### src/source/exec_config.svh
// Width macros for the execution unit, included by every RTL file and the testbench
`ifndef EXEC_CONFIG_SVH
`define EXEC_CONFIG_SVH

// Data path width in bits
`define EXEC_DW 32

// Byte address width on the data bus
`define EXEC_AW 32

// Register file index width, 32 registers
`define EXEC_REG_AW 5

// Instruction word address, byte address without its two low bits
`define EXEC_PCW (`EXEC_AW-2)

// Shift amount taken from operand 2
`define EXEC_SHW 5

// Bits per byte lane
`define EXEC_BW 8

`endif

### src/source/exec_bus_pkg.sv
// Data-bus types shared by the memory unit and the testbench memory model
`include "exec_config.svh"

package exec_bus_pkg;

   // Access size, number of bytes in the transfer
   typedef logic [2:0] mem_size_t;

   localparam mem_size_t SIZE_BYTE = 3'd1;   // 8 bit access
   localparam mem_size_t SIZE_HALF = 3'd2;   // 16 bit access
   localparam mem_size_t SIZE_WORD = 3'd4;   // Full word

   // Other encodings are treated as a word

   // Byte address on the data bus
   typedef logic [`EXEC_AW-1:0] bus_addr_t;

   // Lane order is little-endian
   // Address bits [1:0] pick the lowest lane of the access
   // Halves sit on lane 0 or 2, bytes on any lane

endpackage

### src/source/exec_op_pkg.sv
// Operand and opcode types of the execution unit, referenced by scoped name from each block
`include "exec_config.svh"

package exec_op_pkg;

   // Data word as seen by all units
   typedef logic [`EXEC_DW-1:0] word_t;

   // Word address of an instruction
   typedef logic [`EXEC_PCW-1:0] pc_t;

   // Destination register index
   typedef logic [`EXEC_REG_AW-1:0] reg_addr_t;

   // Arithmetic opcode bus, one-hot
   // Bit 0 add, bit 1 sub
   typedef struct packed {
      logic op_sub;    // Bit 1
      logic op_add;    // Bit 0
   } au_opc_t;

   // Logic opcode bus, one-hot
   // Bit 0 and up to bit 5 sra
   typedef struct packed {
      logic op_sra;    // Bit 5, arithmetic right
      logic op_srl;    // Bit 4, logical right
      logic op_sll;    // Bit 3, logical left
      logic op_xor;    // Bit 2
      logic op_or;     // Bit 1
      logic op_and;    // Bit 0
   } lu_opc_t;

   // Never more than one bit set across both buses

endpackage

### src/source/ieu.sv
// Integer execution unit top, takes one decoded insn from issue and commits it to the regfile
`timescale 1ns/1ps
`include "exec_config.svh"

module ieu (
   input  logic                        clk_i,
   input  logic                        rst_n_i,
   // Upstream insn
   input  logic                        in_valid_i,
   output logic                        in_ready_o,     // Insn retires this cycle
   input  exec_op_pkg::word_t          operand_1_i,
   input  exec_op_pkg::word_t          operand_2_i,
   input  exec_op_pkg::word_t          operand_3_i,    // Store data
   input  exec_op_pkg::au_opc_t        au_opc_i,
   input  exec_op_pkg::lu_opc_t        lu_opc_i,
   input  logic                        mu_load_i,
   input  logic                        mu_store_i,
   input  logic                        mu_sign_ext_i,
   input  exec_bus_pkg::mem_size_t     mu_size_i,
   input  logic                        wb_regf_i,      // Insn writes a register
   input  exec_op_pkg::reg_addr_t      wb_reg_addr_i,
   input  logic                        jmplink_i,
   input  exec_op_pkg::pc_t            insn_pc_i,
   input  logic                        specul_jmprel_i,
   input  logic                        specul_jmpfar_i,
   input  logic                        specul_bcc_i,   // Predicted condition
   input  exec_op_pkg::pc_t            specul_tgt_i,   // Predicted target
   input  logic                        psr_cc_i,       // Actual condition flag
   // Data bus
   output exec_bus_pkg::bus_addr_t     dbus_addr_o,
   output exec_op_pkg::word_t          dbus_data_o,
   output exec_bus_pkg::mem_size_t     dbus_size_o,
   output logic                        dbus_we_o,
   output logic                        dbus_in_valid_o,
   input  logic                        dbus_in_ready_i,
   input  logic                        dbus_out_valid_i,
   input  exec_op_pkg::word_t          dbus_i,
   output logic                        dbus_out_ready_o,
   // Register file write port
   output logic                        regf_we_o,
   output exec_op_pkg::reg_addr_t      regf_addr_o,
   output exec_op_pkg::word_t          regf_din_o,
   // Fetch and predictor
   output logic                        specul_flush_o,
   output exec_op_pkg::pc_t            flush_tgt_o,
   output logic                        bpu_wb_o,
   output logic                        bpu_wb_jmprel_o,
   output logic                        bpu_wb_hit_o,
   output exec_op_pkg::pc_t            bpu_wb_pc_o
);

   exec_op_pkg::word_t au_adder;
   logic               au_op_adder;
   exec_op_pkg::word_t lu_and;
   exec_op_pkg::word_t lu_or;
   exec_op_pkg::word_t lu_xor;
   exec_op_pkg::word_t lu_shift;
   logic               lu_op_shift;
   exec_op_pkg::word_t mu_load_data;
   logic               mu_done;
   logic               mu_req;
   logic               mem_op;         // Load or store in flight
   exec_op_pkg::pc_t   pc_next;        // Insn after the jump
   exec_op_pkg::word_t link_addr;
   logic               jmprel_miss;
   logic               jmpfar_miss;

   ieu_au au (
      .a_i        (operand_1_i),
      .b_i        (operand_2_i),
      .opc_i      (au_opc_i),
      .adder_o    (au_adder),
      .op_adder_o (au_op_adder)
   );

   ieu_lu lu (
      .a_i        (operand_1_i),
      .b_i        (operand_2_i),
      .opc_i      (lu_opc_i),
      .and_o      (lu_and),
      .or_o       (lu_or),
      .xor_o      (lu_xor),
      .shift_o    (lu_shift),
      .op_shift_o (lu_op_shift)
   );

   assign mem_op = mu_load_i | mu_store_i;
   assign mu_req = in_valid_i & mem_op;

   ieu_mu mu (
      .clk_i            (clk_i),
      .rst_n_i          (rst_n_i),
      .req_i            (mu_req),
      .load_i           (mu_load_i),
      .store_i          (mu_store_i),
      .sign_ext_i       (mu_sign_ext_i),
      .size_i           (mu_size_i),
      .base_i           (operand_1_i),
      .offset_i         (operand_2_i),
      .store_data_i     (operand_3_i),
      .done_o           (mu_done),
      .load_data_o      (mu_load_data),
      .dbus_addr_o      (dbus_addr_o),
      .dbus_data_o      (dbus_data_o),
      .dbus_size_o      (dbus_size_o),
      .dbus_we_o        (dbus_we_o),
      .dbus_in_valid_o  (dbus_in_valid_o),
      .dbus_in_ready_i  (dbus_in_ready_i),
      .dbus_out_valid_i (dbus_out_valid_i),
      .dbus_i           (dbus_i),
      .dbus_out_ready_o (dbus_out_ready_o)
   );

   // Link address as a byte address, (pc + 1) * 4
   assign pc_next   = insn_pc_i + exec_op_pkg::pc_t'(1);
   assign link_addr = {pc_next, 2'b00};

   // One-hot selects, at most one term is non-zero
   assign regf_din_o = ({`EXEC_DW{lu_opc_i.op_and}} & lu_and)       |
                       ({`EXEC_DW{lu_opc_i.op_or}}  & lu_or)        |
                       ({`EXEC_DW{lu_opc_i.op_xor}} & lu_xor)       |
                       ({`EXEC_DW{lu_op_shift}}     & lu_shift)     |
                       ({`EXEC_DW{au_op_adder}}     & au_adder)     |
                       ({`EXEC_DW{mu_load_i}}       & mu_load_data) |
                       ({`EXEC_DW{jmplink_i}}       & link_addr);

   // ALU insns retire at once, memory insns on the done pulse
   assign in_ready_o  = ~mem_op | mu_done;
   assign regf_we_o   = in_valid_i & in_ready_o & wb_regf_i;
   assign regf_addr_o = wb_reg_addr_i;

   // Mispredicted condition or target
   assign jmprel_miss = specul_jmprel_i & (specul_bcc_i != psr_cc_i);
   assign jmpfar_miss = specul_jmpfar_i & (specul_tgt_i != operand_1_i[`EXEC_PCW-1:0]);

   assign specul_flush_o = in_valid_i & (jmprel_miss | jmpfar_miss);
   assign flush_tgt_o    = specul_jmprel_i ? specul_tgt_i : operand_1_i[`EXEC_PCW-1:0];

   // Predictor update for both jump kinds
   assign bpu_wb_o        = in_valid_i & (specul_jmprel_i | specul_jmpfar_i);
   assign bpu_wb_jmprel_o = in_valid_i & specul_jmprel_i;
   assign bpu_wb_hit_o    = ~specul_flush_o;
   assign bpu_wb_pc_o     = insn_pc_i;

endmodule

### src/source/ieu_au.sv
// Arithmetic unit of the execution unit, instantiated by ieu for add and subtract
`timescale 1ns/1ps
`include "exec_config.svh"

module ieu_au (
   input  exec_op_pkg::word_t   a_i,         // Operand 1
   input  exec_op_pkg::word_t   b_i,         // Operand 2
   input  exec_op_pkg::au_opc_t opc_i,       // One-hot opcode
   output exec_op_pkg::word_t   adder_o,     // Sum or difference
   output logic                 op_adder_o   // Adder result selected
);

   exec_op_pkg::word_t b_mux;     // b or its complement
   logic               carry_in;
   logic [`EXEC_DW:0]  sum_ext;   // Extra top bit holds the carry out

   // Subtract as a + ~b + 1
   assign carry_in = opc_i.op_sub;

   always_comb begin
      if (opc_i.op_sub) begin
         b_mux = ~b_i;
      end else begin
         b_mux = b_i;
      end
   end

   // Single adder shared by both opcodes
   assign sum_ext = {1'b0, a_i} + {1'b0, b_mux} + {{`EXEC_DW{1'b0}}, carry_in};

   assign adder_o = sum_ext[`EXEC_DW-1:0];   // Modulo 2^32, carry dropped

   // Write-back select
   assign op_adder_o = opc_i.op_add | opc_i.op_sub;

endmodule

### src/source/ieu_lu.sv
// Logic unit of the execution unit, instantiated by ieu for bitwise and shift opcodes
`timescale 1ns/1ps
`include "exec_config.svh"

module ieu_lu (
   input  exec_op_pkg::word_t   a_i,        // Value to operate on
   input  exec_op_pkg::word_t   b_i,        // Second operand, shift amount in low bits
   input  exec_op_pkg::lu_opc_t opc_i,      // One-hot opcode
   output exec_op_pkg::word_t   and_o,
   output exec_op_pkg::word_t   or_o,
   output exec_op_pkg::word_t   xor_o,
   output exec_op_pkg::word_t   shift_o,    // Result of any shift
   output logic                 op_shift_o  // Shift result selected
);

   logic [`EXEC_SHW-1:0]   shamt;
   logic                   fill;           // Bit shifted in from the top
   exec_op_pkg::word_t     sh_in;          // Shifter input, reversed for sll
   logic [2*`EXEC_DW-1:0]  sh_ext;         // Fill bits above the data
   exec_op_pkg::word_t     sh_right;       // Right-shifted result

   // Mirror a word end to end
   function automatic exec_op_pkg::word_t bit_rev(input exec_op_pkg::word_t w);
      exec_op_pkg::word_t r;
      for (int i = 0; i < `EXEC_DW; i++) begin
         r[i] = w[`EXEC_DW-1-i];
      end
      return r;
   endfunction

   // Bitwise results
   assign and_o = a_i & b_i;
   assign or_o  = a_i | b_i;
   assign xor_o = a_i ^ b_i;

   assign shamt = b_i[`EXEC_SHW-1:0];      // Only five bits count

   // Sign fill only for sra
   assign fill = opc_i.op_sra & a_i[`EXEC_DW-1];

   // Left shift is a right shift of the mirrored word
   assign sh_in = opc_i.op_sll ? bit_rev(a_i) : a_i;

   assign sh_ext   = {{`EXEC_DW{fill}}, sh_in} >> shamt;
   assign sh_right = sh_ext[`EXEC_DW-1:0];

   // Mirror back for sll
   assign shift_o = opc_i.op_sll ? bit_rev(sh_right) : sh_right;

   assign op_shift_o = opc_i.op_sll | opc_i.op_srl | opc_i.op_sra;

endmodule

### src/source/ieu_mu.sv
// Memory unit of the execution unit, runs one load or store over the data bus for ieu
`timescale 1ns/1ps
`include "exec_config.svh"

module ieu_mu (
   input  logic                      clk_i,
   input  logic                      rst_n_i,
   input  logic                      req_i,          // Memory insn valid upstream
   input  logic                      load_i,
   input  logic                      store_i,
   input  logic                      sign_ext_i,     // Sign extend loaded value
   input  exec_bus_pkg::mem_size_t   size_i,
   input  exec_op_pkg::word_t        base_i,         // Operand 1
   input  exec_op_pkg::word_t        offset_i,       // Operand 2
   input  exec_op_pkg::word_t        store_data_i,   // Operand 3
   output logic                      done_o,         // One cycle completion pulse
   output exec_op_pkg::word_t        load_data_o,    // Aligned and extended
   output exec_bus_pkg::bus_addr_t   dbus_addr_o,
   output exec_op_pkg::word_t        dbus_data_o,    // Store data in its lanes
   output exec_bus_pkg::mem_size_t   dbus_size_o,
   output logic                      dbus_we_o,      // High for a store
   output logic                      dbus_in_valid_o,
   input  logic                      dbus_in_ready_i,
   input  logic                      dbus_out_valid_i,
   input  exec_op_pkg::word_t        dbus_i,         // Load data from the bus
   output logic                      dbus_out_ready_o
);

   typedef enum logic [1:0] {
      S_IDLE,    // Waiting for a request
      S_REQ,     // Request presented on the bus
      S_RESP,    // Load waiting for data
      S_DONE     // Completion cycle
   } state_t;

   state_t                    state_q;
   state_t                    state_d;
   exec_bus_pkg::bus_addr_t   addr_q;
   exec_bus_pkg::mem_size_t   size_q;
   exec_op_pkg::word_t        wdata_q;
   exec_op_pkg::word_t        wdata_lanes;   // Store data replicated over lanes
   exec_op_pkg::word_t        rdata_q;       // Raw word captured from the bus
   exec_op_pkg::word_t        rdata_lane;    // Addressed lane moved to bit 0
   logic                      we_q;
   logic                      capture;       // Register a new request

   // Replicate narrow store data so every lane carries it
   always_comb begin
      case (size_i)
         exec_bus_pkg::SIZE_BYTE: wdata_lanes = {(`EXEC_DW/8){store_data_i[7:0]}};
         exec_bus_pkg::SIZE_HALF: wdata_lanes = {(`EXEC_DW/16){store_data_i[15:0]}};
         default:                 wdata_lanes = store_data_i;
      endcase
   end

   assign capture = (state_q == S_IDLE) & req_i & (load_i | store_i);

   // Sequencer
   always_comb begin
      state_d = state_q;
      case (state_q)
         S_IDLE: if (capture) state_d = S_REQ;
         S_REQ: begin
            if (dbus_in_ready_i) begin
               state_d = we_q ? S_DONE : S_RESP;   // Store has no response
            end
         end
         S_RESP: if (dbus_out_valid_i) state_d = S_DONE;
         default: state_d = S_IDLE;                // Done lasts one cycle
      endcase
   end

   always_ff @(posedge clk_i) begin
      if (!rst_n_i) begin
         state_q <= S_IDLE;
      end else begin
         state_q <= state_d;
      end
   end

   // Request payload, held for the whole access
   always_ff @(posedge clk_i) begin
      if (capture) begin
         addr_q  <= base_i + offset_i;
         size_q  <= size_i;
         wdata_q <= wdata_lanes;
         we_q    <= store_i;
      end
      if ((state_q == S_RESP) && dbus_out_valid_i) begin
         rdata_q <= dbus_i;   // Load data lands here
      end
   end

   // Move the addressed lane down, little-endian
   assign rdata_lane = rdata_q >> {addr_q[1:0], 3'b000};

   always_comb begin
      case (size_q)
         exec_bus_pkg::SIZE_BYTE: begin
            load_data_o = {{(`EXEC_DW-`EXEC_BW){sign_ext_i & rdata_lane[`EXEC_BW-1]}},
                           rdata_lane[`EXEC_BW-1:0]};
         end
         exec_bus_pkg::SIZE_HALF: begin
            load_data_o = {{(`EXEC_DW-2*`EXEC_BW){sign_ext_i & rdata_lane[2*`EXEC_BW-1]}},
                           rdata_lane[2*`EXEC_BW-1:0]};
         end
         default: load_data_o = rdata_lane;       // Word, lane offset is zero
      endcase
   end

   // Bus side
   assign dbus_addr_o      = addr_q;
   assign dbus_data_o      = wdata_q;
   assign dbus_size_o      = size_q;
   assign dbus_we_o        = we_q;
   assign dbus_in_valid_o  = (state_q == S_REQ);    // Held until accepted
   assign dbus_out_ready_o = (state_q == S_RESP);

   assign done_o = (state_q == S_DONE);

endmodule
### config.mk
export PLATFORM = sky130hd
export DESIGN_NAME = ieu
export DESIGN_NICKNAME = d
export VERILOG_FILES = /design/src/source/exec_bus_pkg.sv /design/src/source/exec_op_pkg.sv /design/src/source/ieu.sv /design/src/source/ieu_au.sv /design/src/source/ieu_lu.sv /design/src/source/ieu_mu.sv
export VERILOG_INCLUDE_DIRS = /design/src /design/src/source
export SDC_FILE = /design/constraint.sdc
export NUM_CORES = 1
export LEC_CHECK = 0
export BUFFER_PORTS_ARGS = -buffer_cell sky130_fd_sc_hd__buf_4
export CAP_MARGIN = 15
export CORE_MARGIN = 2
export CORE_UTILIZATION = 35
export CTS_CLUSTER_SIZE = 20
export DETAILED_ROUTE_END_ITERATION = 7
export PLACE_DENSITY = 0.61
export REMOVE_ABC_BUFFERS = 1
export SLEW_MARGIN = 15
export SYNTH_ARGS = -nofsm -noshare
export SYNTH_HDL_FRONTEND = slang
export SYNTH_SLANG_ARGS = --single-unit
### constraint.sdc
create_clock -name clk_i -period 3.55 [get_ports clk_i]
set_input_delay 0.1775 -clock clk_i [delete_from_list [all_inputs] [get_ports clk_i]]
set_output_delay 0.1775 -clock clk_i [all_outputs]
set_load 0.005 [all_outputs]
==> flow_summary_export.csv <==
group,metric,value,unit
timing,rsz0062_at_grt,"yes",
detailed_routing,drt_iter0_drc,1247,
power_and_ir_drop,intPower,0.003492,W
timing,finalHoldWorstSlack,0.02025,ns
synth,syn_inst,1627,
die,core_area,37580,sq um
detailed_routing,wire_per_inst,23.99,um
timing,max_freq,0.2940,GHz
power_and_ir_drop,power.total,0.005995,W
cts,clockBufferDepth,2,
placed_design,gp_congestion,0.9624,
setup_path,startpoint_type,"primary input",
detailed_routing,drtAntennaViolNets,0,
synth,netlist.area_leader.share,22.51,%
synth,synthArstFlopShare,0,%
die,initial_core_util,35.51,%
timing,worst_pin_slew,0.7921,ns
outcome,outcome,"finished clean",
detailed_routing,vias,14183,
detailed_routing,drc,0,
cts,worstSkewPairLatency,0.39,ns
power_and_ir_drop,p_clk_share,17.5,%
global_routing,grt_max_degree,64,
die,die-area,39700,sq um
timing,finalMaxSlewViolations,0,
synth,synth-edff-count,100,
setup_path,crit_arrival,3.22,ns
hold_path,min_path_cells,1,
final_layout,utilization,46.55,%
detailed_routing,first_pass_iters,6,
timing,fin_crit_sh,95.82,%
final_layout,syn2layout_area_growth,31.09,%
setup_path,r2r_cells,4,
final_layout,num-nets-final,2324,
setup_path,end_kind,"output port",
synth,synth_most_common_cell,"nand2_1",
power_and_ir_drop,sequentialPowerShare,28.4,%
final_layout,stdcell_area,17490,sq um
timing,hold_viol,0,
power_and_ir_drop,peakVddDrop,0.2869,mV
synth,yosys_register_bits,102,
detailed_routing,via_per_inst,5.639,
cts,cts_buffers,9,
power_and_ir_drop,p_leak,7.648,nW
synth,syn_avg_cell_area,8.201,sq um
global_routing,grt.overflow.total,0,
final_layout,drive_above_1_share,26.91,%
synth,yosysTopAreaCell,"edfxtp_1",
cts,clockRootBuffer,"clkbuf_16",
cts,ctsHtreeMaxLevel,3,
power_and_ir_drop,power_density,342.7,nW/um^2
placed_design,post_dp_cell_area,16740,sq um
cts,path_clk_slew,0.08,ns
setup_path,path_class,"primary input to output port",
timing,finalClockSkew,0.01697,ns
power_and_ir_drop,p_switching,0.002502,W
global_routing,grt_first_pass_wirelength,87.67,mm
synth,synth_common_cells,"171 x nand2_1, 170 x nor2_1, 143 x a21oi_1, 123 x o21ai_0, 106 x ha_1",
final_layout,fillers,3745,
hold_path,hold_path_class,"primary input to flop",
synth,yosys-top-cells-area,"edfxtp_1 23%, ha_1 9.9%, a21oi_1 5.4%, mux4_2 5.1%, nand2_1 4.8%",
power_and_ir_drop,p_sw_share,41.74,%
power_and_ir_drop,p_comb_share,54.1,%
synth,synth_cell_types,82,
global_routing,antenna_found_initial,1,
timing,setup_viol,0,
synth,seq_area_frac_synth,22.81,%
synth,synth_flop_cell,"edfxtp_1",
placed_design,place_ws,-0.1987,ns
placed_design,dp_hpwl,50.19,mm
die,core.rowCount,71,
timing,max_slew_margin,46.64,%
flow_run,maxCapViolCount,0,
global_routing,first_global_vias,13545,
die,fp.dieH,199.3,um
global_routing,grt_usage,29.95,%
synth,ys_warn_count,0,
timing,fin_ws,0.1484,ns
cts,numClockSinks,102,
placed_design,io_buffers,380,
setup_path,critPathRequiredTime,3.37,ns
timing,post-route-min-period,3.402,ns
detailed_routing,wl,60.34,mm
synth,syn_area,13340,sq um
die,ios,391,
setup_path,crit_fanout,12,
cts,cts_tree,"built",
die,die_x,199.3,um
## area by class of cell
| class | instances | area (sq um) | share of cell area (%) |
|---|---|---|---|
| multi-input cells | 1311 | 9390 | 53.69 |
| repair buffers | 487 | 3782 | 21.63 |
| flip-flops and latches | 102 | 3043 | 17.40 |
| well taps | 511 | 639.4 | 3.655 |
| inverters | 87 | 326.6 | 1.867 |
| clock buffers | 9 | 225.2 | 1.288 |
| clock inverters | 7 | 81.33 | 0.4650 |
| diodes | 1 | 2.502 | 0.01431 |
## cell usage in the layout, fill, tap and decap left out, types with 5 or more instances in the layout
cell type | synthesis | layout
xor2_1 | 69 | 68
o22ai_1 | 11 | 11
a21oi_1 | 143 | 142
mux2_2 | 20 | 20
clkbuf_16 | 0 | 9
o21bai_1 | 5 | 5
a211oi_1 | 17 | 17
mux4_2 | 30 | 30
edfxtp_1 | 100 | 100
nand2_1 | 171 | 171
a22oi_1 | 18 | 17
nand2b_1 | 13 | 13
buf_4 | 37 | 445
nor3_1 | 13 | 13
o21a_1 | 16 | 16
and2_1 | 7 | 7
xnor2_1 | 73 | 73
dlygate4sd3_1 | 0 | 39
o21ai_1 | 7 | 8
mux2i_1 | 50 | 50
o211ai_1 | 20 | 20
o21ai_0 | 123 | 121
a21o_1 | 20 | 20
o2111ai_1 | 10 | 10
inv_1 | 86 | 86
and3_1 | 13 | 13
nor2_1 | 170 | 170
nand4_1 | 18 | 18
or3_1 | 6 | 6
a221o_1 | 7 | 7
nor2b_1 | 13 | 13
a221oi_1 | 13 | 13
o221ai_1 | 14 | 14
a211o_1 | 10 | 10
ha_1 | 106 | 106
nand3_1 | 31 | 31
## per-layer routing
metal  global-route usage, %  part of all wire [%]
met1                   39.46                    42
met2                   48.70                    47
met3                   6.160                   8.3
met4                   10.23                   3.1
met5                       0                     0
## metrics by stage
| step | TNS, ns | std cells |
|---|---|---|
| 6_report | 0 | 2515 |
| 5_1_grt | -0.02671 | 2514 |
| 4_1_cts | 0 | 2513 |
| 3_5_place_dp | -0.2244 | 2458 |
| 3_3_place_gp | -0.05197 | 2458 |
| 2_1_floorplan | 0 | 1500 |
## power by group through the flow
stage	clock (W)	sequential (W)	combinational (W)
2_1_floorplan	0	0.00177	0.00152
3_3_place_gp	0	0.00173	0.00315
3_5_place_dp	0	0.00173	0.00315
4_1_cts	0.00107	0.00171	0.00320
5_1_grt	0.00112	0.00172	0.00349
6_report	0.00105	0.00170	0.00324
## registers in the layout, indices dropped and copies added (netlist names)
register / flops
mu.dbus_we_o: 1
mu.dbus_size_o: 3
mu.state_q: 2
mu.rdata_q: 32
mu.dbus_data_o: 32
mu.dbus_addr_o: 32
## worst paths after layout
kind / slack [ns] / endpoint / from
max: 0.15 / regf_din_o[29] / au_opc_i[1]
min: 0.02 / mu.dbus_data_o[1]$_DFFE_PP_ / operand_3_i[1]
max reg2reg: 1.41 / mu.dbus_addr_o[23]$_DFFE_PP_ / mu.state_q[0]$_SDFFE_PN0P_
min reg2reg: 0.70 / mu.state_q[0]$_SDFFE_PN0P_ / mu.state_q[0]$_SDFFE_PN0P_
## repair_timing
action,4_1_cts,5_1_grt
gates resized for setup,4,8
buffers inserted,0,1
endpoints found under the setup margin,2,9
hold endpoints to repair,39,0
hold buffers,39,0
pin swaps,2,4
## kinds of logic (layout without fill, tap and decap cells)
family / after synthesis / in the layout / synth area share, %
xor gates and xnor gates: 142 / 142 / 9.321
buffers and inverters: 214 / 590 / 7.174
and+or+nand+nor: 475 / 475 / 15.69
other: 0 / 1 / 0
AOI/OAI and AO/OA: 483 / 483 / 23.77
adders and majority gates: 108 / 108 / 10.24
muxes: 103 / 103 / 11.00
DFF: 102 / 102 / 22.81
## worst max-delay path, stage by stage
cell       delay, ns
buf_6           0.15
buf_4           0.19
xor2_2          0.19
ha_1            0.35
o21ai_0         0.10
a21oi_1         0.15
o311ai_1        0.12
a21oi_1         0.22
nor2_1          0.06
buf_4           0.15
a2111oi_4       0.48
a2111oi_4       0.08
buf_4           0.17
or4_1           0.39
nand3_1         0.12
buf_4           0.13
(Power assumes the default switching activity.)
